**src/verilog/exec_defs.svh**
```systemverilog
//######################################
// Execute stage sizing macros
// Widths, credit depth and unit latencies
//######################################
`ifndef EXEC_DEFS_SVH
`define EXEC_DEFS_SVH

`define EXEC_DATA_W 32
`define EXEC_REG_W 5

// Downstream queue size, any value from 1 to 15
`define EXEC_CREDIT_DEPTH 4
`define EXEC_CREDIT_W 4

// Busy cycles after a mult/div start
`define EXEC_MUL_LAT 5
`define EXEC_DIV_LAT 10
`define EXEC_LAT_W 4

`endif
```
**src/verilog/execPkg.sv**
```systemverilog
//######################################
// Execute stage types
// Opcodes, ALU operations, exception codes
//######################################
package execPkg;

    // Classes are kept contiguous so range checks stay valid
    typedef enum logic [5:0] {
        OP_NOP,
        // R-type ALU
        OP_ADD, OP_ADDU, OP_SUB, OP_SUBU, OP_AND, OP_OR, OP_XOR, OP_NOR,
        OP_SLT, OP_SLTU, OP_SLL, OP_SRL, OP_SRA, OP_SLLV, OP_SRLV, OP_SRAV,
        OP_CLO, OP_CLZ,
        // I-type ALU
        OP_ADDI, OP_ADDIU, OP_ANDI, OP_ORI, OP_XORI, OP_SLTI, OP_SLTIU, OP_LUI,
        // Memory
        OP_LW, OP_SW,
        // Mult/div unit
        OP_MULT, OP_MULTU, OP_DIV, OP_DIVU, OP_MADD, OP_MADDU, OP_MSUB, OP_MSUBU,
        OP_MTHI, OP_MTLO, OP_MFHI, OP_MFLO
    } opcodeT;

    // Internal ALU operations
    typedef enum logic [4:0] {
        ALU_ZERO,
        ALU_ADD,
        ALU_SUB,
        ALU_AND,
        ALU_OR,
        ALU_XOR,
        ALU_NOR,
        ALU_SLT,
        ALU_SLTU,
        ALU_SLL,
        ALU_SRL,
        ALU_SRA,
        ALU_LUI,
        ALU_CLO,
        ALU_CLZ
    } aluOpT;

    // MIPS cause codes
    typedef enum logic [4:0] {
        EXC_NONE = 5'd0,
        EXC_ADEL = 5'd4,
        EXC_ADES = 5'd5,
        EXC_OV = 5'd12
    } excCodeT;

endpackage

```
**src/verilog/execOperandIf.sv**
```systemverilog
//######################################
// Forwarded operand bundle
//######################################
`timescale 1ns/100ps
`include "exec_defs.svh"

interface execOperandIf;
    import execPkg::*;

    opcodeT opcode;
    // Operands after forwarding
    logic [`EXEC_DATA_W-1:0] opA;
    logic [`EXEC_DATA_W-1:0] opB;
    logic [15:0] imm16;
    logic [4:0] shamt;

    modport fwd (output opcode, opA, opB, imm16, shamt);

    modport alu (input opcode, opA, opB, imm16, shamt);

    // HI/LO unit needs no immediate fields
    modport md (input opcode, opA, opB);

endinterface

```
**src/verilog/operandForward.sv**
```systemverilog
//######################################
// Operand forwarding
// Picks MEM, WB or register-file values
//######################################
`timescale 1ns/100ps
`include "exec_defs.svh"

module operandForward (
    input execPkg::opcodeT opcode,
    input logic [`EXEC_DATA_W-1:0] dataRs,
    input logic [`EXEC_DATA_W-1:0] dataRt,
    input logic [15:0] imm16,
    input logic [4:0] shamt,
    input logic [`EXEC_REG_W-1:0] addrRs,
    input logic [`EXEC_REG_W-1:0] addrRt,
    input logic [`EXEC_REG_W-1:0] memAddr,
    input logic [`EXEC_DATA_W-1:0] memData,
    input logic [`EXEC_REG_W-1:0] wbAddr,
    input logic [`EXEC_DATA_W-1:0] wbData,
    execOperandIf.fwd ops
);

    // Newest producer wins, register zero is never forwarded
    function automatic logic [`EXEC_DATA_W-1:0] pickSource(
        input logic [`EXEC_REG_W-1:0] srcAddr,
        input logic [`EXEC_DATA_W-1:0] regValue
    );
        if (memAddr == srcAddr && memAddr != '0)
            return memData;
        if (wbAddr == srcAddr && wbAddr != '0)
            return wbData;
        return regValue;
    endfunction

    assign ops.opA = pickSource(addrRs, dataRs);
    assign ops.opB = pickSource(addrRt, dataRt);

    assign ops.opcode = opcode;
    assign ops.imm16 = imm16;
    assign ops.shamt = shamt;

endmodule

```
**src/flat_wrapper.sv**
```systemverilog
// flat-port wrapper written by rule: the top's interface ports become plain ports
module operandForward_flat 
  (opcode, dataRs, dataRt, imm16, shamt, addrRs, addrRt, memAddr, memData, wbAddr, wbData, ops_opcode, ops_opA, ops_opB, ops_imm16, ops_shamt);
  execOperandIf ops_i ();
  input execPkg::opcodeT opcode;
  input logic [`EXEC_DATA_W-1:0] dataRs;
  input logic [`EXEC_DATA_W-1:0] dataRt;
  input logic [15:0] imm16;
  input logic [4:0] shamt;
  input logic [`EXEC_REG_W-1:0] addrRs;
  input logic [`EXEC_REG_W-1:0] addrRt;
  input logic [`EXEC_REG_W-1:0] memAddr;
  input logic [`EXEC_DATA_W-1:0] memData;
  input logic [`EXEC_REG_W-1:0] wbAddr;
  input logic [`EXEC_DATA_W-1:0] wbData;
  output wire logic [$bits(ops_i.opcode)-1:0] ops_opcode;
  output wire logic [$bits(ops_i.opA)-1:0] ops_opA;
  output wire logic [$bits(ops_i.opB)-1:0] ops_opB;
  output wire logic [$bits(ops_i.imm16)-1:0] ops_imm16;
  output wire logic [$bits(ops_i.shamt)-1:0] ops_shamt;
  assign ops_opcode = ops_i.opcode;
  assign ops_opA = ops_i.opA;
  assign ops_opB = ops_i.opB;
  assign ops_imm16 = ops_i.imm16;
  assign ops_shamt = ops_i.shamt;
  operandForward u_core (.opcode(opcode), .dataRs(dataRs), .dataRt(dataRt), .imm16(imm16), .shamt(shamt), .addrRs(addrRs), .addrRt(addrRt), .memAddr(memAddr), .memData(memData), .wbAddr(wbAddr), .wbData(wbData), .ops(ops_i));
endmodule
```
**config.mk**
```make
export PLATFORM = sky130hd
export DESIGN_NAME = operandForward_flat
export DESIGN_NICKNAME = d
export VERILOG_FILES = /design/src/verilog/execPkg.sv /design/src/verilog/execOperandIf.sv /design/src/verilog/operandForward.sv /design/src/flat_wrapper.sv
export VERILOG_INCLUDE_DIRS = /design/src /design/src/verilog
export SDC_FILE = /design/constraint.sdc
export NUM_CORES = 1
export LEC_CHECK = 0
export ABC_CLOCK_PERIOD_IN_PS = 2100
export BUFFER_PORTS_ARGS = -buffer_cell sky130_fd_sc_hd__buf_2
export CAP_MARGIN = 20
export CORE_AREA = 2 2 102 104
export DETAILED_ROUTE_END_ITERATION = 8
export DIE_AREA = 0 0 104 106
export PLACE_DENSITY = 0.7
export REMOVE_ABC_BUFFERS = 1
export SETUP_SLACK_MARGIN = 0.1
export SYNTH_ARGS = -nofsm -noshare
export SYNTH_HDL_FRONTEND = slang
export SYNTH_SLANG_ARGS = --single-unit
```
**constraint.sdc**
```tcl
create_clock -name vclk -period 2.1
set_input_delay 0.315 -clock vclk [all_inputs]
set_output_delay 0.315 -clock vclk [all_outputs]
set_load 0.01 [all_outputs]
```
Word level (Yosys, flattened, before mapping)
Index checks and enable logic that the tools add are counted.
{"block": "classes", "mux": 14, "n_reduce_logical": 6, "eq_ne": 4}
{"operator": "32-bit two-way mux", "n": 8}
{"operator": "5-bit equality test", "n": 4}
{"operator": "5-bit nonzero test", "n": 2}
{"operator": "1-bit two-way mux", "n": 6}
{"operator": "1-bit logical AND", "n": 4}
{"block": "word_totals", "register_bits": 0, "elab_cells": 24, "input_bits": 175, "out_inout_bits": 91}

Depth between registers and ports, before layout
Gate-level depths: netlist (run 1).
{"block": "depth", "word_depth": 6, "depth_mapped": 6, "mapped_depth_nobuf": 4}

Least setup slack after synthesis (run 1)
Ideal clock, no wire load.
{"block": "synth_timing", "path_kind": "in2out", "from": "input port wbAddr[3]", "to": "output port ops_opA[10]", "cell_stages": 5, "required_time_ns": 1.785, "path_slack_ns": 0.107, "path_buffers": 1, "arrival_ns": 1.678, "path_cell_list": "or4_4 o211ai_4 buf_6 o21ai_0 a31oi_1"}
{"block": "synth_between", "elab_chain_len": 6, "elab_cells_between_ends": 8, "cone_classes": "eq/ne: 1; mux: 5; reduce/logical: 2"}
{"item": "from (decl)", "line_no": "flat_wrapper.sv:14", "text": "input logic [`EXEC_REG_W-1:0] wbAddr;"}
{"item": "5-bit equality test / 5-bit nonzero test (equally long branches)", "line_no": "operandForward.sv:30", "text": "if (wbAddr == srcAddr && wbAddr != '0)"}
{"item": "1-bit logical AND *", "line_no": "operandForward.sv:30"}
{"item": "1-bit two-way mux (2 in a row)", "line_no": "operandForward.sv:30"}
{"item": "32-bit two-way mux *", "line_no": "operandForward.sv:32", "text": "return regValue;"}
{"item": "32-bit two-way mux *", "line_no": "operandForward.sv:30"}
{"item": "to (decl)", "line_no": "flat_wrapper.sv:17", "text": "output wire logic [$bits(ops_i.opA)-1:0] ops_opA;"}
Every way passes the cells marked *; elsewhere a longest branch is shown, timed or not. The select of a mux whose other input is x is not followed.

Final worst setup path (run 1)
{"block": "layout_timing", "from": "input port wbAddr[3]", "to": "output port ops_opB[7]"}
{"block": "layout_between", "elab_chain_len": 6, "elab_cells_between_ends": 8, "cone_classes": "eq/ne: 1; mux: 5; reduce/logical: 2"}
{"item": "5-bit equality test / 5-bit nonzero test (equally long branches)", "line_no": "operandForward.sv:30"}
{"item": "1-bit logical AND *", "line_no": "operandForward.sv:30"}
{"item": "1-bit two-way mux (2 in a row)", "line_no": "operandForward.sv:30"}
{"item": "32-bit two-way mux *", "line_no": "operandForward.sv:32"}
{"item": "32-bit two-way mux *", "line_no": "operandForward.sv:30"}
{"item": "to (decl)", "line_no": "flat_wrapper.sv:18", "text": "output wire logic [$bits(ops_i.opB)-1:0] ops_opB;"}
Marked as above.

==> key figures, run 1 <==
Outcome
  – Status: complete, but fails checks
  – Failing checks: negative setup slack

Final layout
  – Fill count: about 1100
  – Clkbuf count: 0
  – Share of layout cells above drive strength 1: 0.536
  – Seq cells: 0
  – Nets@finish: between 700 and 800
  – P&R area growth vs syn: 79.7%
  – Utilization after layout: 0.417
  – Storage cell area: 0 µm²
  – # diodes: 0

Global route
  – Global-route congestion overflow total: 0
  – Initial antenna violation count: 1
  – GR Util All Layers: 0.214
  – Vias in the first global route: about 3800
  – Largest net degree at the start of global routing: 37
  – First-pass GRT wire length: 19.3 mm

STA
  – Fmax: between 400 and 500 MHz
  – Setup ws final: -0.171 ns
  – Unrepaired setup endpoints after global routing: true
  – Min cycle time layout: around 2.3 ns
  – Slew headroom: 0.701
  – Final hold vios: 0
  – Tcrit/Tclk final: 1.08
  – Max-slew violations: 0
  – Slew at the pin with the worst max-slew slack: 0.449 ns
  – Final setup viols: 64

Routing
  – Vias per inst: 5.40
  – Routed WL: about 13 mm
  – TritonRoute pass-1 iters: 5
  – Detail Route Antenna Nets: 0
  – Average wire per standard cell: approximately 18 µm
  – Via Count: 3887
  – Iter 0 DRT Violations: ~230
  – Met3 routed WL: 1.40 mm
  – Top Metal Used: met5
  – Drt drc: 0
  – Met1 Wirelength: 5.48 mm
  – Met2 wire length: about 6 mm

Placed design
  – I/O Buffers: roughly 210
  – Placer congestion estimate: between 0.8 and 0.9
  – Worst slack at placement: -0.196 ns
  – Detailed placer's ending HPWL: around 9.3 mm

Die
  – Die Span Y: around 110 µm
  – Die width: between 100 and 150 µm
  – Core Region: 0.0100 mm²
  – Row count: 37
  – # IOs: ~270
  – Full die area: approximately 0.011 mm²
  – Starting Density: 0.232

Pwr
  – Pwr dens: around 280 mW/mm²
  – Leakage: approximately 0.0018 µW
  – Max rail drop VDD: 0.174 mV

Synthesis
  – Leading area contributor after synthesis: a31oi_1
  – Share of the synthesized area in the top cell type: 0.173
  – Avg Cell Area, Syn: ~5.9 µm²
  – Syn Inst Count: 391
  – Sequential fraction of the synthesis area: 0
  – Distinct cells, synth: 17
  – Synth top area cells: a31oi_1, or3_1, nor3_1
  – Ys Warns: 0
  – Mapped Area: ~0.0023 mm²
  – Synth top cells by count: a31oi_1, nor3_1, o21ai_0, or3_1, inv_1

Critical path
  – Max FO, Critical Path: 7
  – CP Launch Type: primary input
  – CP required: approximately 1.8 ns
  – Arrival time at the worst endpoint: slightly below 2 ns
  – Kind of critical path: primary input to output port
  – Worst setup EP type: output port

Worst hold path
  – Hold crit path type: primary input to output port

Job
  – Max cap viols: 0
worst max-delay path, stage by stage:
cell	delay [ns]
buf_2	0.11
or4_4	0.55
o211ai_4	0.20
buf_12	0.17
buf_8	0.11
buf_16	0.12
o21ai_2	0.05
a31oi_1	0.17
buf_2	0.16
final cells by class:
class | instances | area [µm²] | share of cell area
inverter | 32 | 120 | 0.0288
multi-input combinational | 288 | 2010 | 0.482
tap | 136 | 170 | 0.0408
timing repair buffer | 264 | 1870 | 0.449
per-layer routing:
layer | vias up | GRT usage
met5 | - | 0.0476
met4 | 2 | 0.0492
met3 | 28 | 0.0736
met2 | 250 | 0.355
met1 | 1792 | 0.263
li1 | 1815 | -
where the power goes:
part / switching (µW) / internal [µW] / leakage, µW
clock network: 0 / 0 / 0
registers: 0 / 0 / 0
logic: 590 / 562 / 0.00180
logic make-up after synthesis:
logic type             share of synthesized area
XOR/XNOR                                  0.0755
AND/OR/NAND/NOR                            0.334
AO/OA/AOI/OAI                              0.340
buffers and inverters                      0.250
cells in the final DEF (no fill, tap or decap), types with 3 or more instances in the layout:
master / n
a31oi_1: 58
a31oi_4: 4
buf_12: 12
buf_16: 5
buf_2: 204
buf_4: 20
buf_6: 17
clkbuf_16: 4
inv_1: 32
nand3_2: 4
nor3_1: 55
nor3_2: 9
o211ai_4: 4
o21ai_0: 25
o21ai_1: 30
o21ai_2: 9
or3_1: 53
or3_4: 11
xnor2_1: 17
xnor2_2: 3
path summary, 6_finish.rpt:
check | depth (start not counted) | slack [ns] | from | endpoint
max | 9 | -0.17 | wbAddr[3] | ops_opB[7]
min | 0 | 0.63 | opcode[4] | ops_opcode[4]
stage by stage:
step	TNS (ns)	total power [µW]	cells	hold slack [ns]	area, µm²
5_1_grt	-11.42	1230	720	0.630	4170
3_3_place_gp	-7.05	883	705	0.630	3530
2_1_floorplan	-55.20	372	320	0.630	1860
6_report	-7.91	1150	720	0.630	4170
4_1_cts	-7.34	1050	716	0.630	3900
3_5_place_dp	-7.72	884	705	0.630	3530
what timing repair did:
| item | CTS | global route |
|---|---|---|
| hold buffers | 0 | 0 |
| gates resized for setup | 69 | 40 |
| setup endpoints to repair | 64 | 64 |
| pin swaps | 42 | 54 |
| buffers inserted | 6 | 0 |
| gates cloned | 5 | 4 |
(Power assumes the default switching activity.)
==> run 2: changes to the inputs <==
- GPL_TIMING_DRIVEN: unset -> 0
==> key figures, run 2 (same netlist as run 1, synthesis figures left out) <==
STA
  – Min cycle time layout: 2.37 ns (+0.0954 ns)
  – Final hold vios: 0 (unchanged)
  – Slew headroom: 0.713 (+0.0123)
  – Unrepaired setup endpoints after global routing: true
  – Slew at the pin with the worst max-slew slack: 0.428 ns (-0.0205 ns)
  – Fmax: 423 MHz (-4.0%)
  – Tcrit/Tclk final: 1.13 (+0.0454)
  – Max-slew violations: 0 (unchanged)
  – Setup ws final: -0.266 ns (-0.0954 ns)
  – Final setup viols: 64 (unchanged)
  – Setup TNS: -13.82 ns (-5.91 ns)

Die
  – Die Span Y: 106 µm (unchanged)
  – Core Region: 0.0100 mm² (unchanged)
  – Full die area: 0.0110 mm² (unchanged)
  – Row count: 37 (unchanged)
  – Die width: 104 µm (unchanged)
  – Starting Density: 0.232 (unchanged)
  – # IOs: 266 (unchanged)

Final layout
  – Clkbuf count: 0 (unchanged)
  – Most frequent cells in the layout: buf_2, nor3_1, or3_1
  – Commonest non-fill, non-tap cell in the layout: buf_2
  – Storage cell area: 0 µm² (unchanged)
  – P&R area growth vs syn: 101%
  – Seq cells: 0 (unchanged)
  – Nets@finish: 768 (+0.92%)
  – Fill count: 1015 (-5.2%)
  – Area occupied by multi-input gates: 0.00234 mm² (+16%)
  – Non-filler cells, final: 727 (+0.97%)
  – Share of layout cells above drive strength 1: 0.560 (+0.0241)
  – # diodes: 0 (unchanged)

Job
  – Max cap viols: 0 (unchanged)

Placed design
  – Detailed placer's ending HPWL: 9.21 mm (-0.65%)
  – I/O Buffers: 212 (unchanged)
  – DP Cell Count: 678 (-3.8%)
  – Placer congestion estimate: 0.766 (-7.3%)
  – Worst slack at placement: -1.10 ns (-0.909 ns)

Routing
  – Detail Route Antenna Nets: 0 (unchanged)
  – Via Count: 4009 (+3.1%)
  – Drt drc: 0 (unchanged)
  – Iter 0 DRT Violations: 271 (+17%)
  – Average wire per standard cell: 21.8 µm (+19%)
  – Vias per inst: 5.51 (+2.1%)
  – TritonRoute pass-1 iters: 7 (+2)
  – Routed WL: 15.9 mm (+20%)

Global route
  – Global-route congestion overflow total: 0 (unchanged)
  – GR Util All Layers: 0.235 (+0.0215)
  – Vias in the first global route: 3702 (-3.3%)
  – Largest net degree at the start of global routing: 35 (-5.4%)
  – Initial antenna violation count: 0 (-1)
  – First-pass GRT wire length: 20.4 mm (+5.7%)

Critical path
  – Arrival time at the worst endpoint: 2.05 ns (+0.09 ns)
  – CP Launch Type: primary input
  – Worst setup EP type: output port
  – Max FO, Critical Path: 7 (unchanged)
  – CP required: 1.78 ns (about the same)
  – Kind of critical path: primary input to output port

Pwr
  – Pwr Total: 1360 µW (+18%)
  – Pwr dens: 291 mW/mm² (+5.3%)
  – Max rail drop VDD: 0.244 mV (+40%)
  – Leakage: 0.00197 µW (+9.2%)

Outcome
  – Failing checks: negative setup slack
  – Status: complete, but fails checks

Worst hold path
  – Hold crit path type: primary input to output port

Clock tree
  – CTS Hold Bufs: 0 (unchanged)
run 2: what timing repair did:
| action | 4_1_cts | 5_1_grt |
|---|---|---|
| endpoints found under the setup margin | 64 | 64 |
| endpoints found under the hold margin | 0 | 0 |
| gates resized for setup | 90 | 59 |
| cloned | 8 | 6 |
| setup buffers | 28 | 8 |
| pin swaps | 68 | 60 |
run 2: layout make-up:
| class | count | area share |
|---|---|---|
| Tap cell | 136 | 0.0365 |
| Multi-Input combinational cell | 292 | 0.501 |
| Inverter | 32 | 0.0257 |
| Timing Repair Buffer | 267 | 0.437 |
run 2: critical path, cell delays in order:
cell and delay (ns):
buf_12 0.11, or4_4 0.59, buf_6 0.16, buf_6 0.12
o211ai_4 0.24, clkbuf_16 0.20, or3_1 0.10, a31oi_1 0.07
buf_2 0.15
run 2: path summary, 6_finish.rpt:
path            end  cells after the start      start  slack [ns]
max     ops_opA[30]                      9  wbAddr[1]       -0.27
min   ops_opcode[4]                      0  opcode[4]        0.63
run 2: power breakdown:
part	internal [µW]	switching [µW]	total, µW
sequential	0	0	0
clock	0	0	0
combinational	649	709	1360
run 2: per-stage QoR:
step	util	hold WS (ns)	instance area, µm²
4_1_cts	0.417	0.630	4170
3_5_place_dp	0.336	0.630	3360
2_1_floorplan	-	0.630	1860
5_1_grt	0.467	0.630	4670
3_3_place_gp	0.309	0.630	3090
6_report	0.467	0.630	4670
run 2: metal layers:
layer,wire (µm),vias up,track usage
met5,70,-,0.0476
met4,403,2,0.0463
met3,1730,40,0.0822
met2,7500,284,0.394
met1,6170,1842,0.289
li1,-,1841,-
