### src/verilog/exec_defs.svh
//######################################
// Execute stage sizing macros
// Widths, credit depth and unit latencies
//######################################
`ifndef EXEC_DEFS_SVH
`define EXEC_DEFS_SVH

`define EXEC_DATA_W 32
`define EXEC_REG_W 5

// Downstream queue size, any value from 1 to 15
`define EXEC_CREDIT_DEPTH 4
`define EXEC_CREDIT_W 4

// Busy cycles after a mult/div start
`define EXEC_MUL_LAT 5
`define EXEC_DIV_LAT 10
`define EXEC_LAT_W 4

`endif
### src/verilog/execPkg.sv
//######################################
// Execute stage types
// Opcodes, ALU operations, exception codes
//######################################
package execPkg;

    // Classes are kept contiguous so range checks stay valid
    typedef enum logic [5:0] {
        OP_NOP,
        // R-type ALU
        OP_ADD, OP_ADDU, OP_SUB, OP_SUBU, OP_AND, OP_OR, OP_XOR, OP_NOR,
        OP_SLT, OP_SLTU, OP_SLL, OP_SRL, OP_SRA, OP_SLLV, OP_SRLV, OP_SRAV,
        OP_CLO, OP_CLZ,
        // I-type ALU
        OP_ADDI, OP_ADDIU, OP_ANDI, OP_ORI, OP_XORI, OP_SLTI, OP_SLTIU, OP_LUI,
        // Memory
        OP_LW, OP_SW,
        // Mult/div unit
        OP_MULT, OP_MULTU, OP_DIV, OP_DIVU, OP_MADD, OP_MADDU, OP_MSUB, OP_MSUBU,
        OP_MTHI, OP_MTLO, OP_MFHI, OP_MFLO
    } opcodeT;

    // Internal ALU operations
    typedef enum logic [4:0] {
        ALU_ZERO,
        ALU_ADD,
        ALU_SUB,
        ALU_AND,
        ALU_OR,
        ALU_XOR,
        ALU_NOR,
        ALU_SLT,
        ALU_SLTU,
        ALU_SLL,
        ALU_SRL,
        ALU_SRA,
        ALU_LUI,
        ALU_CLO,
        ALU_CLZ
    } aluOpT;

    // MIPS cause codes
    typedef enum logic [4:0] {
        EXC_NONE = 5'd0,
        EXC_ADEL = 5'd4,
        EXC_ADES = 5'd5,
        EXC_OV = 5'd12
    } excCodeT;

endpackage

### src/verilog/execOperandIf.sv
//######################################
// Forwarded operand bundle
//######################################
`timescale 1ns/100ps
`include "exec_defs.svh"

interface execOperandIf;
    import execPkg::*;

    opcodeT opcode;
    // Operands after forwarding
    logic [`EXEC_DATA_W-1:0] opA;
    logic [`EXEC_DATA_W-1:0] opB;
    logic [15:0] imm16;
    logic [4:0] shamt;

    modport fwd (output opcode, opA, opB, imm16, shamt);

    modport alu (input opcode, opA, opB, imm16, shamt);

    // HI/LO unit needs no immediate fields
    modport md (input opcode, opA, opB);

endinterface

### src/verilog/intAlu.sv
//######################################
// Integer ALU
// Arithmetic, logic, shifts, CLO/CLZ, exceptions
//######################################
`timescale 1ns/100ps
`include "exec_defs.svh"

module intAlu (
    execOperandIf.alu ops,
    output logic [`EXEC_DATA_W-1:0] result,
    output execPkg::excCodeT exc
);
    import execPkg::*;

    localparam int W = `EXEC_DATA_W;
    localparam int SH_W = $clog2(`EXEC_DATA_W);

    aluOpT aluOp;
    logic isRegOp;
    logic isImmOp;
    logic isMemOp;
    logic isImmShift;
    logic zeroExt;
    logic [W-1:0] extImm;
    logic [W-1:0] srcA;
    logic [W-1:0] srcB;
    logic [W:0] wideSum;
    logic [W:0] wideDif;
    logic ovfSum;
    logic ovfDif;

    // Leading run of bitVal from the MSB
    function automatic logic [W-1:0] countLeading(input logic [W-1:0] value, input logic bitVal);
        logic done;
        logic [W-1:0] count;
        done = 1'b0;
        count = '0;
        for (int i = W - 1; i >= 0; i--) begin
            if (!done && value[i] == bitVal)
                count = count + 1'b1;
            else
                done = 1'b1;
        end
        return count;
    endfunction

    assign isRegOp = ops.opcode inside {[OP_ADD:OP_CLZ]};
    assign isImmOp = ops.opcode inside {[OP_ADDI:OP_LUI]};
    assign isMemOp = ops.opcode inside {OP_LW, OP_SW};
    assign isImmShift = ops.opcode inside {OP_SLL, OP_SRL, OP_SRA};
    assign zeroExt = ops.opcode inside {OP_ANDI, OP_ORI, OP_XORI, OP_LUI};

    always_comb begin
        case (ops.opcode)
            OP_ADD, OP_ADDU, OP_ADDI, OP_ADDIU, OP_LW, OP_SW: aluOp = ALU_ADD;
            OP_SUB, OP_SUBU: aluOp = ALU_SUB;
            OP_AND, OP_ANDI: aluOp = ALU_AND;
            OP_OR, OP_ORI: aluOp = ALU_OR;
            OP_XOR, OP_XORI: aluOp = ALU_XOR;
            OP_NOR: aluOp = ALU_NOR;
            OP_SLT, OP_SLTI: aluOp = ALU_SLT;
            OP_SLTU, OP_SLTIU: aluOp = ALU_SLTU;
            OP_SLL, OP_SLLV: aluOp = ALU_SLL;
            OP_SRL, OP_SRLV: aluOp = ALU_SRL;
            OP_SRA, OP_SRAV: aluOp = ALU_SRA;
            OP_LUI: aluOp = ALU_LUI;
            OP_CLO: aluOp = ALU_CLO;
            OP_CLZ: aluOp = ALU_CLZ;
            default: aluOp = ALU_ZERO;
        endcase
    end

    assign extImm = zeroExt ? {{(W - 16){1'b0}}, ops.imm16}
                            : {{(W - 16){ops.imm16[15]}}, ops.imm16};

    // Immediate shifts take the amount from shamt
    assign srcA = isImmShift ? {{(W - 5){1'b0}}, ops.shamt} : ops.opA;
    assign srcB = (isImmOp || isMemOp) ? extImm : (isRegOp ? ops.opB : '0);

    always_comb begin
        case (aluOp)
            ALU_ADD: result = srcA + srcB;
            ALU_SUB: result = srcA - srcB;
            ALU_AND: result = srcA & srcB;
            ALU_OR: result = srcA | srcB;
            ALU_XOR: result = srcA ^ srcB;
            ALU_NOR: result = ~(srcA | srcB);
            ALU_SLT: result = {{(W - 1){1'b0}}, $signed(srcA) < $signed(srcB)};
            ALU_SLTU: result = {{(W - 1){1'b0}}, srcA < srcB};
            ALU_SLL: result = srcB << srcA[SH_W-1:0];
            ALU_SRL: result = srcB >> srcA[SH_W-1:0];
            ALU_SRA: result = $unsigned($signed(srcB) >>> srcA[SH_W-1:0]);
            ALU_LUI: result = srcB << 16;
            ALU_CLO: result = countLeading(srcA, 1'b1);
            ALU_CLZ: result = countLeading(srcA, 1'b0);
            default: result = '0;
        endcase
    end

    // Overflow shows as a mismatch of the two top bits
    assign wideSum = {srcA[W-1], srcA} + {srcB[W-1], srcB};
    assign wideDif = {srcA[W-1], srcA} - {srcB[W-1], srcB};
    assign ovfSum = wideSum[W] != wideSum[W-1];
    assign ovfDif = wideDif[W] != wideDif[W-1];

    always_comb begin
        if (ops.opcode == OP_LW && ovfSum)
            exc = EXC_ADEL;
        else if (ops.opcode == OP_SW && ovfSum)
            exc = EXC_ADES;
        else if ((ops.opcode == OP_ADD || ops.opcode == OP_ADDI) && ovfSum)
            exc = EXC_OV;
        else if (ops.opcode == OP_SUB && ovfDif)
            exc = EXC_OV;
        else
            exc = EXC_NONE;
    end

endmodule

### src/flat_wrapper.sv
// flat-port wrapper written by rule: the top's interface ports become plain ports
module intAlu_flat import execPkg::*;
  (result, exc, ops_opcode, ops_opA, ops_opB, ops_imm16, ops_shamt);
  execOperandIf ops_i ();
  output logic [`EXEC_DATA_W-1:0] result;
  output execPkg::excCodeT exc;
  input wire logic [$bits(ops_i.opcode)-1:0] ops_opcode;
  input wire logic [$bits(ops_i.opA)-1:0] ops_opA;
  input wire logic [$bits(ops_i.opB)-1:0] ops_opB;
  input wire logic [$bits(ops_i.imm16)-1:0] ops_imm16;
  input wire logic [$bits(ops_i.shamt)-1:0] ops_shamt;
  assign ops_i.opcode = ops_opcode;
  assign ops_i.opA = ops_opA;
  assign ops_i.opB = ops_opB;
  assign ops_i.imm16 = ops_imm16;
  assign ops_i.shamt = ops_shamt;
  intAlu u_core (.ops(ops_i), .result(result), .exc(exc));
endmodule
### config.mk
export PLATFORM = sky130hd
export DESIGN_NAME = intAlu_flat
export DESIGN_NICKNAME = d
export VERILOG_FILES = /design/src/verilog/execPkg.sv /design/src/verilog/execOperandIf.sv /design/src/verilog/intAlu.sv /design/src/flat_wrapper.sv
export VERILOG_INCLUDE_DIRS = /design/src /design/src/verilog
export SDC_FILE = /design/constraint.sdc
export NUM_CORES = 1
export LEC_CHECK = 0
export ABC_CLOCK_PERIOD_IN_PS = 93800
export BUFFER_PORTS_ARGS = -buffer_cell sky130_fd_sc_hd__buf_4
export CAP_MARGIN = 30
export CELL_PAD_IN_SITES_DETAIL_PLACEMENT = 1
export CELL_PAD_IN_SITES_GLOBAL_PLACEMENT = 2
export CORE_MARGIN = 2
export CORE_UTILIZATION = 38
export DETAILED_ROUTE_END_ITERATION = 7
export GPL_ROUTABILITY_DRIVEN = 0
export PLACE_DENSITY_LB_ADDON = 0.1
export RECOVER_POWER = 100
export SLEW_MARGIN = 20
export SYNTH_ARGS = -nofsm -noshare
export SYNTH_HDL_FRONTEND = slang
export SYNTH_SLANG_ARGS = --single-unit
### constraint.sdc
create_clock -name vclk -period 93.8
set_input_delay 18.76 -clock vclk [all_inputs]
set_output_delay 18.76 -clock vclk [all_outputs]
set_load 0.02 [all_outputs]
# After elaboration in Yosys (flattened, before gate mapping)
# Memories as Yosys holds them, arrays and structs flattened.
# Cells that the tools add are included.
[word_totals]
out_inout_bits = 37
rom_bits = 128
memories = 1
word_cells = 534
register_bits = 0
[memory_table]
columns = ["memory", "depth", "word_bits", "rd", "rd_clocked_by_memory_dff", "write_ports", "line", "text"]
rows = [
  ["(name not given)", 32, 4, 1, 0, 0, "intAlu.sv:54", "case (ops.opcode)"],
]
[classes]
shift = 3
mux = 260
order_cmp = 6
bitwise = 35
n_addsub = 66
n_reduce_logical = 135
eq_ne = 28
[ops]
columns = ["operator", "count"]
rows = [
  ["two-way mux 32 bit", 128],
  ["adder 32 x 1 -> 32 bit, second input constant", 62],
  ["case mux 32 bit (14 select lines)", 1],
  ["two-way mux 1 bit", 126],
  ["logical AND 1 bit", 68],
  ["< comparator 32 bit", 2],
  ["logical NOT 1 bit", 62],
  ["== test 6 x 5 -> 1 bit, second input constant", 7],
  ["== test 5 x 4 -> 1 bit, second input constant", 7],
  ["adder 32 x 32 -> 33 bit", 1],
  ["subtractor 32 x 32 -> 33 bit", 1],
  ["adder 32 bit", 1],
  ["bitwise AND 32 bit", 1],
  ["NOT 32 bit", 1],
  ["bitwise OR 32 bit", 1],
  ["<< shifter 32 x 5 -> 32 bit", 1],
  ["right shift 32 x 5 -> 32 bit", 1],
  [">>> shifter 32 x 5 -> 32 bit", 1],
  ["subtractor 32 bit", 1],
  ["bitwise XOR 32 bit", 1],
  ["NOT 1 bit", 31],
  ["== test 5 x 3 -> 1 bit, second input constant", 4],
  ["two-way mux 5 bit", 4],
  ["== test 6 x 4 -> 1 bit, second input constant", 3],
  ["other kinds (13)", 17],
]

# Longest topological paths before layout
# Gate-level depths: netlist (run 1).
[depth]
ltp_word = 129
mapped_depth = 109
ltp_nobuf = 103

# Worst setup path before layout (run 1)
# No wires, ideal clock.
[synth_timing]
kind = "input-to-output"
start = "input port ops_opcode[1]"
end = "output port result[8]"
setup_slack_ns = 36.143
required_ns = 75.040
stages = 107
t_arrival_ns = 38.897
path_cell_list = "inv_1 > ha_1 > or3b_2 > nand3_1 > clkbuf_1 > clkbuf_1 > clkbuf_1 > buf_1 > clkbuf_1 > clkbuf_1 > clkbuf_1 > o21ai_0 > ha_1 > o21a_1 > ha_1 > a21o_1 > ha_1 > nand2_1 > (+71 left out) > nand2_1 > ha_1 > mux2i_1 > o21ai_0 > ha_1 > mux2_2 > ha_1 > nor3_1 > nor2_1 > ha_1 > nand4_1 > nor2_1 > nand2_1 > o32ai_1 > maj3_1 > a21o_1 > nand2_1 > nand3_1"
[synth_via]
elab_chain_len = 129
elab_cells_between_ends = 516
[synth_lines]
columns = ["item", "line", "text"]
rows = [
  ["start: declaration", "flat_wrapper.sv:7", "input wire logic [$bits(ops_i.opcode)-1:0] ops_opcode;"],
  ["parallel branches: the longest is 128 deep, another holds adder 32 x 1 -> 32 bit", "-", ""],
  ["case mux 32 bit (14 select lines) (*)", "intAlu.sv:81", "case (aluOp)"],
  ["end: declaration", "flat_wrapper.sv:5", "output logic [`EXEC_DATA_W-1:0] result;"],
]
# Mark *: on every way between the ends. The select of a mux whose other input is x is not followed.

# Worst setup path after layout (run 1)
# Same ends and word-level chain as after synthesis.

==> flow_summary.toml, run 1 <==
[clock_network]
cts_resized = 0
post_cts_buffers = 0
cts_hold_buf = 0

[final_layout]
seqCellArea_um2 = 0
n_antenna_cell = 0
drive_gt1_frac = 0.0792
nNetsFinal = 3228
area_growth_syn_to_layout_pct = 8.09
utilization = 0.415
nClkBuffers = 0
seq_cell_count = 0
stdcell_area_um2 = 19700

[global_route]
grt_pass1_wl_um = 137000
grt_max_degree = 71
antenna_found_initial = 2
overflow = 0
grt_use_total = 0.347
grt_pass1_vias = 23140

[floorplanning]
dieArea_um2 = 49800
fp.dieW_um = 223
io_pins = 128
initial_core_util = 0.384
row_count = 80
coreArea_um2 = 47500
die_y_um = 223

[synthesis]
synth_top_area_share = 0.132
yosysWarnings = 0
synthDistinctLibCells = 104
yosysMostFrequentCell = "nor2_1"
syn_avg_cell_area_um2 = 6.25
yosysSeqAreaShare = 0
synth_cells = 2917
synthTopCellsByCount = "366 x nor2_1, 362 x nand2_1, 257 x a21oi_1"
synth_area_leaders = "ha_1 13%, nor2_1 7.5%, nand2_1 7.4%"
synth_area_um2 = 18200
yosysTopAreaCell = "ha_1"

[routing]
viasPerCell = 6.43
drtIter0Drc = 2132
dr_total_vias = 22869
routedWlPerCell_um = 24.9
firstDrtPassIters = 6
wl_um = 88600
ant_nets = 0
drc_errors = 0

[placement]
dpl.hpwl_um = 72300
placed_area_um2 = 19800
portBuffers = 126
post-place-ws_ns = 34.89

[timing]
finalHoldViolCount = 0
tns_ns = 0
fin_crit_sh = 0.635
fin_ws_ns = 34.26
clock.fmax_mhz = 16.8
rsz0062_at_grt = "false"
fin_crit_ns = 59.54
slew_violations = 146
setup_viol = 0
slew_headroom = -1.16
tightest_slew_ns = 3.24

[critical_path]
path_class = "in2out"
crit_path_top_delay_cell = "clkbuf_1"
start_kind = "input port"
crit_top_cell = "ha_1"
arrival_ns = 40.78
critPathMaxFanout = 18
worstPathRequired_ns = 75.04
crit_path_end_kind = "output port"
cp_slowest_stage_delay_ns = 1.04
crit_family = "adder cells"
worst-path-buf-inv = 8

[run]
maxCapViolCount = 3

[status]
failed_checks = "capacitance limit, slew limit"
status = "finished with violations"

[power_and_ir_drop]
power_mw = 0.132
p_per_area_nw_per_um2 = 6.67
max-vdd-ir-drop_mv = 0.00426
p_leak_nw = 8.16

[min_path]
worstHoldPathType = "in2out"
## layout make-up
cell class	instances	area, µm²
Fill cell	6420	27800
Inverter	154	578
Multi-Input combinational cell	2610	17200
Tap cell	615	769
Timing Repair Buffer	178	1210
## power breakdown
part           leakage [nW]  switching, mW  total [mW]  internal [mW]
Clock                     0              0           0              0
Combinational          8.16         0.0873       0.132         0.0443
Sequential                0              0           0              0
## logic make-up after synthesis
group / Yosys count / synth area share
xor gates and xnor gates: 222 / 0.124
and+or+nand+nor: 1205 / 0.310
buffers and inverters: 308 / 0.0647
other: 1 / 0.000206
muxes: 104 / 0.0590
AOI/OAI and AO/OA: 878 / 0.306
adders and majority gates: 199 / 0.136
## metal layers
layer / wire length [µm] / up-vias / GRT usage
li1: - / 10667 / -
met1: 38800 / 11194 / 0.457
met5: 13 / - / 0
met2: 39900 / 836 / 0.576
met4: 3990 / 2 / 0.131
met3: 5950 / 170 / 0.0452
## layout by cell type (no fill, tap or decap), types with 60 or more instances in the layout
cell / synthesis / final
nor3_1: 79 / 80
nand3_1: 114 / 113
o21ai_0: 220 / 220
nand2_1: 362 / 362
xnor2_1: 138 / 138
nor2_1: 366 / 363
mux2i_1: 85 / 80
ha_1: 192 / 192
inv_1: 150 / 148
a21oi_1: 257 / 256
buf_4: 3 / 141
xor2_1: 60 / 60
## path summary, 6_finish.rpt
check     startpoint         to  slack, ns  cells after the start
min    ops_opcode[2]     exc[0]      38.02                      4
max    ops_opcode[1]  result[8]      34.26                    103
## tightest hold or removal path, delay by kind of cell
family	cells	cell delay, ns
buf+inv	2	0.33
simple gates	2	0.16
## through the flow
step	std cells	hold WS (ns)
after CTS	3554	38.01
after detailed placement	3554	38.01
after global placement	3551	38.00
after global routing	3557	38.04
after floorplan	2918	37.75
final	3557	38.02
Note: power is estimated with default switching activity, not from simulation.
==> run 2: changes to the inputs <==
ABC_CLOCK_PERIOD_IN_PS = 51000   (was 93800)
CORE_UTILIZATION = 32   (was 38)
clock period = 51 ns   (was 93.8 ns; I/O delays follow)
==> run 2 against run 1 <==
The flow still finishes with violations (capacitance limit, slew limit). Final cell count rose by 4.1%. Global-route usage fell by 4.8 points. First-iteration DRC count fell by 16%. Die area rose by 18%. Total power rose by 86%. Critical path depth fell by 3. Utilization fell by 6.1 points. Combinational power rose by 86%. Hold slack got worse by 17 ns.
==> flow_summary.toml, run 2 (synthesis results as in run 1) <==
[critical_path]
crit_path_end_kind = "output port"
path_class = "in2out"
cp-endpoint = "result[8]"
crit_top_cell = "ha_1"
arrival_ns = 32.67
critPathMaxFanout = 18
crit_path_top_delay_cell = "clkbuf_1"
cp_slowest_stage_delay_ns = 1.13
start_kind = "input port"
worstPathRequired_ns = 40.80
critPathLaunch = "ops_opcode[3]"

[final_layout]
final_common_cell = "nor2_1"
area_growth_syn_to_layout_pct = 9.31
seq_cell_count = 0
n_antenna_cell = 0
drive_gt1_frac = 0.0811
seqCellArea_um2 = 0
final_cell_mix = "363 x nor2_1, 362 x nand2_1, 256 x a21oi_1"
fin_cells = 3704
nClkBuffers = 0
filler_cell_count = 7497
nNetsFinal = 3234

[clock_network]
cts_resized = 0
post_cts_buffers = 0
cts_hold_buf = 0

[routing]
viasPerCell = 6.07
ant_nets = 0
wl_um = 91900
drc_errors = 0
firstDrtPassIters = 8
dr_total_vias = 22499
routedWlPerCell_um = 24.8
drtIter0Drc = 1783

[power_and_ir_drop]
power.share.switching = 0.664
p_sw_mw = 0.163
p_seq_frac = 0
max-vdd-ir-drop_mv = 0.00649
internal_power_mw = 0.0821
clockPowerShare = 0
p_per_area_nw_per_um2 = 12.3
p_comb_frac = 1.000
p_leak_nw = 8.19

[timing]
fin_crit_sh = 0.841
clock.fmax_mhz = 23.3
tightest_slew_ns = 3.52
tns_ns = 0
fin_hold_ws_ns = 20.88
setup_viol = 0
fin_ws_ns = 8.13
finalHoldViolCount = 0
fin_crit_ns = 42.87
slew_headroom = -1.34
slew_violations = 165
rsz0062_at_grt = "false"

[floorplanning]
coreArea_um2 = 56400
die_y_um = 243
io_pins = 128
fp.dieW_um = 243
dieArea_um2 = 58900
initial_core_util = 0.324
row_count = 87

[placement]
post-place-ws_ns = 9.17
place_inst = 3703
portBuffers = 126
dpl.hpwl_um = 75800

[status]
status = "finished with violations"
failed_checks = "capacitance limit, slew limit"

[min_path]
worstHoldPathType = "in2out"

[global_route]
grt_use_total = 0.299
grt_max_degree = 69
antenna_found_initial = 3
grt_pass1_vias = 22551
overflow = 0
grt_pass1_wl_um = 139000

[run]
maxCapViolCount = 4
## run 2: worst min path at each step
stage,slack (ns),end,cells past startpoint,start
after global placement,20.88,exc[0],4,ops_opcode[3]
after global routing,20.90,exc[0],4,ops_opcode[2]
after floorplan,20.63,exc[0],3,ops_opcode[5]
after CTS,20.88,exc[0],4,ops_opcode[2]
final,20.88,exc[0],4,ops_opcode[2]
after detailed placement,20.87,exc[0],4,ops_opcode[2]
## run 2: layout make-up
cell class | instances | area [µm²] | share of cell area
multi-input cells | 2610 | 17200 | 0.861
repair buffers | 184 | 1250 | 0.0629
well taps | 756 | 946 | 0.0474
inverters | 154 | 578 | 0.0290
## run 2: worst max-delay path: cells and delay by family
| kind | cells | cell delay, ns |
|---|---|---|
| mux | 10 | 2.09 |
| buf+inv | 6 | 2.24 |
| simple gates | 31 | 4.12 |
| fa+ha+maj | 29 | 8.99 |
| compound gates | 24 | 5.01 |
## run 2: per-layer routing
layer  vias up  part of all wire  global-route usage
met4         4             0.037              0.0855
met3       129             0.056              0.0265
met2       690              0.45               0.499
met1     10988              0.46               0.408
met5         -           0.00028                   0
li1      10688                 -                   -
## run 2: power groups by stage
| stage | Sequential (mW) | Combinational [mW] | Clock, mW |
|---|---|---|---|
| after detailed placement | 0 | 0.243 | 0 |
| final | 0 | 0.245 | 0 |
| after CTS | 0 | 0.245 | 0 |
| after floorplan | 0 | 0.156 | 0 |
| after global placement | 0 | 0.238 | 0 |
| after global routing | 0 | 0.266 | 0 |
## run 2: metrics by stage
stage	power [mW]	cell area (µm²)	util
3_5_place_dp	0.243	20100	0.356
5_1_grt	0.266	19900	0.354
3_3_place_gp	0.238	20100	0.356
2_1_floorplan	0.156	18200	-
4_1_cts	0.245	20100	0.356
6_report	0.245	19900	0.354
