`config.mk`:
```
export PLATFORM = sky130hd
export DESIGN_NAME = execCommit
export DESIGN_NICKNAME = d
export VERILOG_FILES = /design/src/verilog/execPkg.sv /design/src/verilog/execCommit.sv
export VERILOG_INCLUDE_DIRS = /design/src /design/src/verilog
export SDC_FILE = /design/constraint.sdc
export NUM_CORES = 1
export LEC_CHECK = 0
export ABC_AREA = 1
export BUFFER_PORTS_ARGS = -buffer_cell sky130_fd_sc_hd__buf_4
export CAP_MARGIN = 25
export CORE_AREA = 2 2 137 139
export CTS_BUF_LIST = sky130_fd_sc_hd__clkbuf_8
export CTS_CLUSTER_DIAMETER = 100
export DETAILED_ROUTE_END_ITERATION = 10
export DIE_AREA = 0 0 139 141
export GPL_ROUTABILITY_DRIVEN = 0
export PLACE_DENSITY_LB_ADDON = 0.08
export SLEW_MARGIN = 10
export SYNTH_ARGS = -nofsm -noshare
export SYNTH_HDL_FRONTEND = slang
export SYNTH_SLANG_ARGS = --single-unit
```
`constraint.sdc`:
```
create_clock -name clk -period 4.7 [get_ports clk]
set_clock_uncertainty 0.05 [all_clocks]
set_input_delay 0.47 -clock clk [delete_from_list [all_inputs] [get_ports clk]]
set_output_delay 0.47 -clock clk [all_outputs]
set_load 0.02 [all_outputs]
```
`src/verilog/exec_defs.svh`:
```
//######################################
// Execute stage sizing macros
// Widths, credit depth and unit latencies
//######################################
`ifndef EXEC_DEFS_SVH
`define EXEC_DEFS_SVH

`define EXEC_DATA_W 32
`define EXEC_REG_W 5

// Downstream queue size, any value from 1 to 15
`define EXEC_CREDIT_DEPTH 4
`define EXEC_CREDIT_W 4

// Busy cycles after a mult/div start
`define EXEC_MUL_LAT 5
`define EXEC_DIV_LAT 10
`define EXEC_LAT_W 4

`endif
```
`src/verilog/execPkg.sv`:
```
//######################################
// Execute stage types
// Opcodes, ALU operations, exception codes
//######################################
package execPkg;

    // Classes are kept contiguous so range checks stay valid
    typedef enum logic [5:0] {
        OP_NOP,
        // R-type ALU
        OP_ADD, OP_ADDU, OP_SUB, OP_SUBU, OP_AND, OP_OR, OP_XOR, OP_NOR,
        OP_SLT, OP_SLTU, OP_SLL, OP_SRL, OP_SRA, OP_SLLV, OP_SRLV, OP_SRAV,
        OP_CLO, OP_CLZ,
        // I-type ALU
        OP_ADDI, OP_ADDIU, OP_ANDI, OP_ORI, OP_XORI, OP_SLTI, OP_SLTIU, OP_LUI,
        // Memory
        OP_LW, OP_SW,
        // Mult/div unit
        OP_MULT, OP_MULTU, OP_DIV, OP_DIVU, OP_MADD, OP_MADDU, OP_MSUB, OP_MSUBU,
        OP_MTHI, OP_MTLO, OP_MFHI, OP_MFLO
    } opcodeT;

    // Internal ALU operations
    typedef enum logic [4:0] {
        ALU_ZERO,
        ALU_ADD,
        ALU_SUB,
        ALU_AND,
        ALU_OR,
        ALU_XOR,
        ALU_NOR,
        ALU_SLT,
        ALU_SLTU,
        ALU_SLL,
        ALU_SRL,
        ALU_SRA,
        ALU_LUI,
        ALU_CLO,
        ALU_CLZ
    } aluOpT;

    // MIPS cause codes
    typedef enum logic [4:0] {
        EXC_NONE = 5'd0,
        EXC_ADEL = 5'd4,
        EXC_ADES = 5'd5,
        EXC_OV = 5'd12
    } excCodeT;

endpackage

```
`src/verilog/execCommit.sv`:
```
//######################################
// Execute commit
// Credit flow control and output register
//######################################
`timescale 1ns/100ps
`include "exec_defs.svh"

module execCommit (
    input logic clk,
    input logic reset,
    input logic inValid,
    input execPkg::opcodeT opcode,
    input logic [`EXEC_DATA_W-1:0] pc,
    input logic [`EXEC_DATA_W-1:0] rtData,
    input logic [`EXEC_REG_W-1:0] destAddr,
    input execPkg::excCodeT inExc,
    input logic [`EXEC_DATA_W-1:0] aluResult,
    input execPkg::excCodeT aluExc,
    input logic [`EXEC_DATA_W-1:0] mdResult,
    input logic mdBusy,
    input logic creditReturn,
    output logic accept,
    output logic inReady,
    output logic outValid,
    output execPkg::opcodeT outOpcode,
    output logic [`EXEC_DATA_W-1:0] outPc,
    output logic [`EXEC_DATA_W-1:0] outResult,
    output logic [`EXEC_DATA_W-1:0] outStoreData,
    output logic [`EXEC_REG_W-1:0] outDestAddr,
    output execPkg::excCodeT outExc
);
    import execPkg::*;

    localparam logic [`EXEC_CREDIT_W-1:0] CREDIT_INIT = `EXEC_CREDIT_DEPTH;

    logic [`EXEC_CREDIT_W-1:0] credits;
    logic mdConflict;

    // Any HI/LO access waits for the unit to drain
    assign mdConflict = mdBusy && (opcode inside {[OP_MULT:OP_MFLO]});
    assign inReady = (credits != '0) && !mdConflict;
    assign accept = inValid && inReady;

    always_ff @(posedge clk) begin
        if (reset) begin
            credits <= CREDIT_INIT;
        end else begin
            case ({accept, creditReturn})
                2'b10: credits <= credits - 1'b1;
                2'b01: credits <= credits + 1'b1;
                default: ;
            endcase
        end
    end

    always_ff @(posedge clk) begin
        if (reset)
            outValid <= 1'b0;
        else
            outValid <= accept;
    end

    always_ff @(posedge clk) begin
        if (accept) begin
            outOpcode <= opcode;
            outPc <= pc;
            outResult <= (opcode inside {OP_MFHI, OP_MFLO}) ? mdResult : aluResult;
            outStoreData <= rtData;
            outDestAddr <= destAddr;
            // Earlier stage exception wins
            outExc <= (inExc != EXC_NONE) ? inExc : aluExc;
        end
    end

endmodule

```
Word-level counts from Yosys, hierarchy flattened

Cells that the tools add are included.

Register bits after elaboration: 117
Bits in latches: 0
RAM bits: 0
Bits in read-only memories: 0
Input port bits: 154
Output and inout port bits: 115
Memories: 0

$add $sub $neg: 2
Multiply operators: 0
Divide/modulo/power cells: 0
$lt $le $gt $ge: 2
Equality and inequality tests: 4
Shifts and indexed selects: 0
Mux-type cells: 3
Bitwise operators: 0
Reduce and logical (&&, ||, !) cells: 9

Operator list:

| operator              | count |
|---|---|
| $mux W32              | 1 |
| $eq A6 B6 Y1 const B  | 2 |
| $pmux W4 S2           | 1 |
| $ge A6 B5 Y1 const B  | 1 |
| $le A6 B6 Y1 const B  | 1 |
| $mux W5               | 1 |
| $reduce_bool A5 Y1    | 1 |
| $add A4 B1 Y4 const B | 1 |
| $logic_and A1 B1 Y1   | 4 |
| $reduce_bool A2 Y1    | 2 |
| $reduce_bool A4 Y1    | 1 |
| $sub A4 B1 Y4 const B | 1 |
| $eq A2 B1 Y1 const B  | 1 |
| $eq A2 B2 Y1 const B  | 1 |
| $logic_not A1 Y1      | 1 |

Logic depth before layout (Yosys ltp)

Gate-level depths: netlist of the first run.

Depth in word-level cells: 8
Mapped depth: 16
Mapped depth without buffers: 16

Worst setup path after synthesis of the first run

Ideal clock, no wire load.

Path kind: input-to-reg
From: in opcode[5]
To: reg outDestAddr[0] (enable)
Arrival: 3.255 ns
Data required time: 4.179 ns
Setup slack: 0.924 ns
Stages on the path: 7
Path buffers: 0
Cells stage by stage: inv_1 > nor2_2 > nand3_2 > nand2_1 > nand3_1 > nand3_1 > inv_1

Word-level cells in the longest chain between the ends: 6
Elaborated cells on any way between the ends: 7
Those cells by class: order compare: 2; reduce/logical: 5

Ends and longest elaborated chain:

| element                                      | line             | source |
|---|---|---|
| start, declared                              | execCommit.sv:12 | `input execPkg::opcodeT opcode,` |
| $ge A6 B5 Y1 or $le A6 B6 Y1 (tied branches) | execCommit.sv:40 | `assign mdConflict = mdBusy && (opcode inside {[OP_MULT:OP_MFLO]});` |
| $logic_and A1 B1 Y1 * (2 in a row)           | execCommit.sv:40 |  |
| $logic_not A1 Y1 *                           | execCommit.sv:41 | `assign inReady = (credits != '0) && !mdConflict;` |
| $logic_and A1 B1 Y1 *                        | execCommit.sv:41 |  |
| $logic_and A1 B1 Y1 *                        | execCommit.sv:42 | `assign accept = inValid && inReady;` |
| named net accept                             | execCommit.sv:22 | `output logic accept,` |
| end signal, assigned                         | execCommit.sv:69 | `outDestAddr <= destAddr;` |
| end, declared                                | execCommit.sv:29 | `` output logic [`EXEC_REG_W-1:0] outDestAddr, `` |

Mark *: on every way through the listed nets, which the timed path passes. The rest lies on a longest branch.
A chain may end at the register's enable or synchronous reset.

Worst setup path in the final report of the first run

From: in opcode[5]
To: out accept

Word-level cells in the longest chain between the ends: 6
Elaborated cells on any way between the ends: 7
Those cells by class: order compare: 2; reduce/logical: 5

Ends and longest elaborated chain:

| element                                      | line |
|---|---|
| $ge A6 B5 Y1 or $le A6 B6 Y1 (tied branches) | execCommit.sv:40 |
| $logic_and A1 B1 Y1 * (2 in a row)           | execCommit.sv:40 |
| $logic_not A1 Y1 *                           | execCommit.sv:41 |
| $logic_and A1 B1 Y1 *                        | execCommit.sv:41 |
| $logic_and A1 B1 Y1 *                        | execCommit.sv:42 |
| end, declared                                | execCommit.sv:22 |

Every way passes the cells marked *; elsewhere a longest branch is shown, timed or not.

==> results.sh, run 1 <==
export IMPL_status="finished clean"
export IMPL_start_util=0.235
export IMPL_post_cts_resized=0
export IMPL_hold_class="in2reg"
export IMPL_syn_num_nets=449
export IMPL_cp_top_family="buffers and inverters"
export IMPL_synthTopCellsByArea="edfxtp_1 (78%), nand2_1 (7.1%), nand3_1 (4.4%), dfxtp_1 (2.3%), inv_1 (1.3%)"
export IMPL_post_cts_buffers=0
export IMPL_syn_area_um2=4300
export IMPL_required_ns=4.18
export IMPL_viasPerCell=3.94
export IMPL_wire_per_inst_um=14.9
export IMPL_yosysUniqueCellTypes=22
export IMPL_switching_share=0.266
export IMPL_final_setup_tns_ns=0
export IMPL_critical_path_max_stage_delay_ns=0.54
export IMPL_synth_top_area_share=0.783
export IMPL_instances_no_fill=818
export IMPL_clock_sinks=117
export IMPL_cp_slowest_cell="inv_4"
export IMPL_grtUsageTotal=0.123
export IMPL_drive_above_1_share=0.529
export IMPL_tritoncts="yes"
export IMPL_wl_um=12200
export IMPL_clockBufferDepth=2
export IMPL_fp_dieH_um=141
export IMPL_p_leak_nw=3.11
export IMPL_grt_pass1_wl_um=18200
export IMPL_mostFrequentLayoutCell="buf_4"
export IMPL_max_freq_mhz=357
export IMPL_maxCapViolCount=0
export IMPL_critPathMaxFanout=52
export IMPL_worst_pin_slew_ns=0.686
export IMPL_vias=3224
export IMPL_yosys_area_top_type="edfxtp_1"
export IMPL_first_pass_iters=4
export IMPL_synth_cells=291
export IMPL_critPathCaptureType="output pin"
export IMPL_fin_crit_sh=0.596
export IMPL_place_inst=786
export IMPL_period_needed_ns=2.80
export IMPL_p_sw_mw=0.767
export IMPL_power_density_nw_per_um2=411
export IMPL_ant_nets=0
export IMPL_peakVddDrop_mv=0.199
export IMPL_antenna_found_initial=0
export IMPL_drt_iter0_markers=112
export IMPL_most_common_layout_cells="buf_4 (269), edfxtp_1 (112), nand2_1 (81), nand3_1 (38), clkbuf_8 (17)"
export IMPL_core_area_um2=18300
export IMPL_fin_nets=729
export IMPL_rsz0062_at_grt="no"
export IMPL_cp_start_kind="primary input"
export IMPL_clock_power_share=0.350
export IMPL_maxSlewViolCount=0
export IMPL_cts_made_buffers=17
export IMPL_final_hold_violation_count=0
export IMPL_path_class="in2out"
export IMPL_grt_overflow=0
export IMPL_path_cells="buf_4 -> inv_1 -> nor2_2 -> nand3_2 -> buf_4 -> nand2_1 -> nand3_1 -> nand3_1 -> inv_4 -> buf_4"
export IMPL_ys_warn_count=0
export IMPL_die_area_um2=19600
export IMPL_io_pins=269
export IMPL_insertedDiodeCount=0
export IMPL_comb_power_share=0.190
export IMPL_rows=50
export IMPL_grt_max_degree=63
export IMPL_p_int_mw=2.11
export IMPL_arrival_ns=2.28
export IMPL_grt_pass1_vias=3217
export IMPL_root_buffer="clkbuf_8"
export IMPL_critPathBufInv=5
export IMPL_cp_common_cell="buf_4"
export IMPL_cts_hold_buf=0
export IMPL_power_frac_seq=0.460
export IMPL_ys_seq_area_frac=0.806
export IMPL_portBuffers=268
export IMPL_htreeDepth=4
export IMPL_dp_hpwl_um=9360
export IMPL_clk_pin_slew_ns=0.08
export IMPL_synth_seq_cells=117
export IMPL_layout_area_overhead_vs_synth_pct=63.1
export IMPL_clock_latency_ns=0.42
export IMPL_setup_viol=0
export IMPL_remaining_drc_errors=0
export IMPL_die_w_um=139
export IMPL_relSlewSlack=0.542
export IMPL_avgSynthCellArea_um2=14.8
## synth_stat cells (all sizes together)
cell type,count
nand3,39
inv,16
nand2,82
o21ai,4
edfxtp,112
buf,6
clkbuf,3
dfxtp,5
nand4,1
a21oi,5
or2,1
and2,1
fa,1
nor3,1
o21bai,3
ha,3
nor2,8
## stage by stage
step	total power [mW]	instance area, µm²	utilization	hold WS (ns)	setup slack, ns
after floorplan	1.61	4300	-	0.393	0.924
after global placement	1.90	6570	0.360	0.420	1.83
after detailed placement	1.90	6570	0.360	0.417	1.79
after CTS	2.93	7010	0.384	0.124	1.83
after global routing	3.02	7010	0.384	0.117	1.65
final	2.88	7010	0.384	0.169	1.90
## worst register-to-register path, delay by kind of cell, from the launching register on
kind          cells  cell delay [ns]
flops             1             0.42
buf+inv           3             1.06
simple gates      2             0.29
## final timing paths
path	start	endpoint	slack, ns	depth (start not counted)
max reg2reg	credits[0]	outStoreData[3]	2.53	5
max	opcode[5]	accept	1.90	10
min reg2reg	credits[3]	credits[3]	0.43	2
min	rtData[13]	outStoreData[13]	0.17	1
## routing by layer
metal | vias to the layer above | GRT usage | part of all wire
met5 | - | 0 | 0
met4 | 0 | 0.0367 | 0.0074
met3 | 5 | 0.0656 | 0.12
met2 | 183 | 0.193 | 0.47
met1 | 1441 | 0.148 | 0.41
li1 | 1595 | - | -
## flip-flops by register name (all words and copies together), names as in the netlist
name	cells
outPc	32
outResult	32
outStoreData	32
outOpcode	6
outDestAddr	5
outExc	5
credits	4
outValid	1
## cell families (layout without fill, tap and decap cells)
logic type               Yosys count  after routing  synth area share
adder cells (fa/ha/maj)            4              4            0.0134
AND/OR/NAND/NOR                  133            133             0.137
AO/OA/AOI/OAI                     12             12            0.0157
buffers and inverters             25            318            0.0279
flip-flops                       117            117             0.806
## cell type report
type                       instances  area (µm²)
fill                            1862       11300
clock inverter                    15         204
tap                              234         293
clock buffer                      17         234
sequential                       117        3460
inverter                          16        62.6
multi-input combinational        149         714
timing repair buffer             270        2040
## power groups by stage
| stage | clock network (mW) | registers (mW) | logic, mW |
|---|---|---|---|
| finish | 1.01 | 1.32 | 0.546 |
| global route | 1.09 | 1.34 | 0.593 |
| CTS | 1.05 | 1.33 | 0.557 |
| floorplan | 0 | 1.49 | 0.120 |
| global placement | 0 | 1.35 | 0.557 |
| detailed placement | 0 | 1.35 | 0.557 |
Power figures use the tool's default switching activity.
==> run 2, diff against run 1 <==
Clock period 4.7 ns to 2.9 ns, I/O delays scaled along.
==> results.sh, run 2 (synthesis results as in run 1) <==
export IMPL_worst_pin_slew_ns=0.464
export IMPL_place_ws_ns=0.591
export IMPL_relSlewSlack=0.690
export IMPL_final_hold_violation_count=0
export IMPL_vias=3564
export IMPL_clock_latency_ns=0.42
export IMPL_required_ns=2.56
export IMPL_reg_largest_list="outPc: 32 flops, outResult: 32 flops, outStoreData: 32 flops"
export IMPL_maxCapViolCount=0
export IMPL_antenna_found_initial=0
export IMPL_fin_nets=807
export IMPL_rows=50
export IMPL_critPathMaxFanout=19
export IMPL_instances_no_fill=893
export IMPL_first_pass_iters=4
export IMPL_max_freq_mhz=388
export IMPL_grt_max_degree=52
export IMPL_clockBufferDepth=2
export IMPL_peakVddDrop_mv=0.228
export IMPL_cts_made_buffers=17
export IMPL_ant_nets=0
export IMPL_wl_um=13000
export IMPL_mostFrequentLayoutCell="buf_4"
export IMPL_grt_pass1_wl_um=19600
export IMPL_critPathCaptureType="output pin"
export IMPL_remaining_drc_errors=0
export IMPL_path_class="in2out"
export IMPL_place_inst=789
export IMPL_viasPerCell=3.99
export IMPL_clk_pin_slew_ns=0.07
export IMPL_hold_class="in2reg"
export IMPL_whs_ns=0.0662
export IMPL_grt_overflow=0
export IMPL_p_leak_nw=3.41
export IMPL_grt_pass1_vias=3750
export IMPL_fin_crit_sh=0.889
export IMPL_tritoncts="yes"
export IMPL_final_setup_tns_ns=0
export IMPL_start_util=0.235
export IMPL_most_common_layout_cells="buf_4 (271), edfxtp_1 (112), nand2_1 (80), dlygate4sd3_1 (75), nand3_1 (36)"
export IMPL_grtUsageTotal=0.132
export IMPL_post_cts_buffers=0
export IMPL_wire_per_inst_um=14.6
export IMPL_die_area_um2=19600
export IMPL_dp_hpwl_um=9350
export IMPL_maxSlewViolCount=0
export IMPL_die_w_um=139
export IMPL_setup_viol=0
export IMPL_drive_above_1_share=0.475
export IMPL_final_setup_worst_slack_ns=0.323
export IMPL_insertedDiodeCount=0
export IMPL_period_needed_ns=2.58
export IMPL_power_density_nw_per_um2=593
export IMPL_cp_start_kind="primary input"
export IMPL_root_buffer="clkbuf_8"
export IMPL_fp_dieH_um=141
export IMPL_power_total_mw=4.61
export IMPL_io_pins=269
export IMPL_layout_area_overhead_vs_synth_pct=80.9
export IMPL_arrival_ns=2.24
export IMPL_drt_iter0_markers=125
export IMPL_core_area_um2=18300
export IMPL_status="finished clean"
export IMPL_rsz0062_at_grt="no"
export IMPL_htreeDepth=4
export IMPL_portBuffers=268
export IMPL_clock_sinks=117
run 2: worst paths after layout:
check / depth (start not counted) / slack, ns / to / startpoint
setup / recovery: 8 / 0.32 / accept / opcode[4]
setup reg to reg: 12 / 0.87 / credits[3] / credits[0]
hold / removal: 1 / 0.07 / outOpcode[5] / opcode[5]
hold reg to reg: 2 / 0.43 / credits[3] / credits[3]
run 2: layout make-up:
type	count	area (µm²)
well taps	234	293
flip-flops and latches	117	3460
clock inverters	12	141
inverters	16	76.3
repair buffers	348	2830
clock buffers	17	234
fillers	1775	10500
multi-input cells	149	742
run 2: critical path, stage by stage:
cell and delay [ns]:
dlygate4sd3_1 0.52, buf_4 0.13, nand3_1 0.07, o21ai_0 0.24
nand3_2 0.12, nand3_2 0.12, clkinvlp_4 0.40, buf_4 0.32
run 2: what timing repair did:
item                                   4_1_cts  5_1_grt
resized for setup                            0        0
endpoints found under the hold margin       78        0
hold buffers                                75        0
run 2: layer usage:
metal  routed length [µm]  GRT usage  up-vias  part of all wire
li1                     -          -     1743                 -
met1                 5230      0.151     1631              0.40
met2                 6370      0.220      179              0.49
met3                 1280     0.0625       11             0.099
met4                  129     0.0431        0            0.0099
met5                    0          0        -                 0
run 2: stage by stage:
step                      utilization  cell area (µm²)
after floorplan                     -             4340
after global placement          0.364             6650
after detailed placement        0.364             6650
after CTS                       0.426             7770
after global routing            0.426             7770
final                           0.426             7770
run 2: report_power, final:
| part | switching (mW) | internal (mW) |
|---|---|---|
| clock network | 0.651 | 0.823 |
| registers | 0.0597 | 2.09 |
| logic | 0.521 | 0.472 |
==> run 3, diff against run 2 <==
Clock period 2.9 ns to 2.55 ns, I/O delays scaled along.
==> results.sh, run 3 (synthesis results as in run 1) <==
export IMPL_grt_pass1_vias=3667
export IMPL_place_ws_ns=0.244
export IMPL_reg2regPathDepth=12
export IMPL_mostFrequentLayoutCell="buf_4"
export IMPL_startpoint="opcode[5]"
export IMPL_critPathCaptureType="flip-flop"
export IMPL_rr_startpoint="credits[0]"
export IMPL_worst_pin_slew_ns=0.393
export IMPL_drt_iter0_markers=154
export IMPL_clockBufferDepth=2
export IMPL_maxSlewViolCount=0
export IMPL_io_pins=269
export IMPL_ant_nets=0
export IMPL_die_w_um=139
export IMPL_clock_latency_ns=0.43
export IMPL_peakVddDrop_mv=0.279
export IMPL_fin_nets=812
export IMPL_vias=3583
export IMPL_hold_class="in2reg"
export IMPL_finalInstanceArea_um2=7840
export IMPL_hold_depth=3
export IMPL_clock_sinks=117
export IMPL_multi_input_area_um2=754
export IMPL_layout_area_overhead_vs_synth_pct=82.4
export IMPL_rows=50
export IMPL_remaining_drc_errors=0
export IMPL_tritoncts="yes"
export IMPL_hp_start="mdResult[30]"
export IMPL_arrival_ns=2.71
export IMPL_fp_dieH_um=141
export IMPL_final_setup_worst_slack_ns=0.150
export IMPL_r2r_slack_ns=0.48
export IMPL_start_util=0.235
export IMPL_cp_start_kind="primary input"
export IMPL_path_class="in2reg"
export IMPL_fin_crit_sh=0.941
export IMPL_period_needed_ns=2.40
export IMPL_dp_hpwl_um=9280
export IMPL_antenna_found_initial=0
export IMPL_insertedDiodeCount=0
export IMPL_grt_pass1_wl_um=20000
export IMPL_most_common_layout_cells="buf_4 (270), edfxtp_1 (112), dlygate4sd3_1 (81), nand2_1 (80), nand3_1 (36)"
export IMPL_r2r_end="credits[3]"
export IMPL_regArea_um2=3460
export IMPL_die_area_um2=19600
export IMPL_grtUsageTotal=0.133
export IMPL_drive_above_1_share=0.471
export IMPL_cts_made_buffers=17
export IMPL_root_buffer="clkbuf_8"
export IMPL_htreeDepth=4
export IMPL_final_fill_count=1764
export IMPL_max_freq_mhz=417
export IMPL_final_setup_tns_ns=0
export IMPL_rsz0062_at_grt="no"
export IMPL_wire_per_inst_um=14.4
export IMPL_required_ns=2.86
export IMPL_status="finished clean"
export IMPL_grt_max_degree=70
export IMPL_critPathMaxFanout=4
export IMPL_path_cells="dlygate4sd3_1 -> buf_4 -> inv_12 -> nor2_4 -> nand3_4 -> nand2_2 -> nand3_2 -> nand3_4 -> ha_1 -> inv_1 -> ha_1 -> or2_2 -> nand2_1 -> nand2_1 -> nand2_1 -> nand2_1 -> a21oi_1"
export IMPL_relSlewSlack=0.738
export IMPL_final_hold_violation_count=0
export IMPL_critical_path_max_stage_delay_ns=0.52
export IMPL_wl_um=12900
export IMPL_p_leak_nw=3.42
export IMPL_hold_path_end="outResult[30]"
export IMPL_maxCapViolCount=0
export IMPL_setup_viol=0
export IMPL_cp_slowest_cell="dlygate4sd3_1"
export IMPL_first_pass_iters=4
export IMPL_post_dp_cell_area_um2=6640
export IMPL_core_area_um2=18300
export IMPL_grt_overflow=0
export IMPL_portBuffers=268
export IMPL_viasPerCell=3.98
export IMPL_reg_largest_list="outPc: 32 flops, outResult: 32 flops, outStoreData: 32 flops"
export IMPL_clk_pin_slew_ns=0.07
export IMPL_cp_common_cell="nand2_1"
export IMPL_power_density_nw_per_um2=664
## run 3: changes by cell type in the layout (fill, tap and decap cells not counted), sizes merged
cell,before,now
bufinv,3,2
inv,16,19
clkinvlp,3,5
dlygate4sd3,75,81
buf,273,272
clkinv,6,4
## run 3: critical path, delay by kind of cell
family	cells	cell delay (ns)
AND/OR/NAND/NOR	10	1.07
buffers and inverters	4	0.79
AO/OA/AOI/OAI	1	0.11
adder cells (fa/ha/maj)	2	0.48
## run 3: how the worst max path moves through the flow
stage,endpoint,slack [ns],cells past startpoint
after detailed placement,credits[3],0.24,16
final,credits[3],0.15,17
after global routing,credits[3],0.006,17
after floorplan,outDestAddr[0],-0.44,7
after global placement,credits[3],0.33,14
after CTS,accept,0.15,11
## run 3: report_power, final
group	leakage (nW)	switching, mW	internal, mW	total [mW]
clock network	0.187	0.771	0.855	1.63
registers	1.11	0.0678	2.37	2.44
logic	2.12	0.597	0.542	1.14
## run 3: metal layers
metal	share of wire	track usage	up-vias
met1	0.41	0.157	1635
li1	-	-	1760
met4	0.010	0.0431	0
met2	0.48	0.216	177
met5	0	0	-
met3	0.095	0.0628	11
## run 3: what timing repair did
item / in CTS / in global routing
hold endpoints to repair: 84 / 1
setup buffers: 0 / 0
setup endpoints to repair: 0 / 1
hold buffers: 80 / 1
gates resized for setup: 0 / 2
## run 3: cell type report
cell class                 instances  area share
inverter                          16     0.00974
tap                              234      0.0374
clock buffer                      17      0.0299
multi-input combinational        149      0.0963
timing repair buffer             353       0.367
sequential                       117       0.442
clock inverter                    14      0.0177
## run 3: stage by stage
stage,power [mW],hold slack [ns],std cells,utilization
6_report,5.21,0.0448,900,0.429
5_1_grt,5.49,0.00382,900,0.429
4_1_cts,5.30,0.000541,899,0.428
3_5_place_dp,3.53,0.384,788,0.364
3_3_place_gp,3.52,0.383,788,0.364
2_1_floorplan,2.96,0.274,291,-
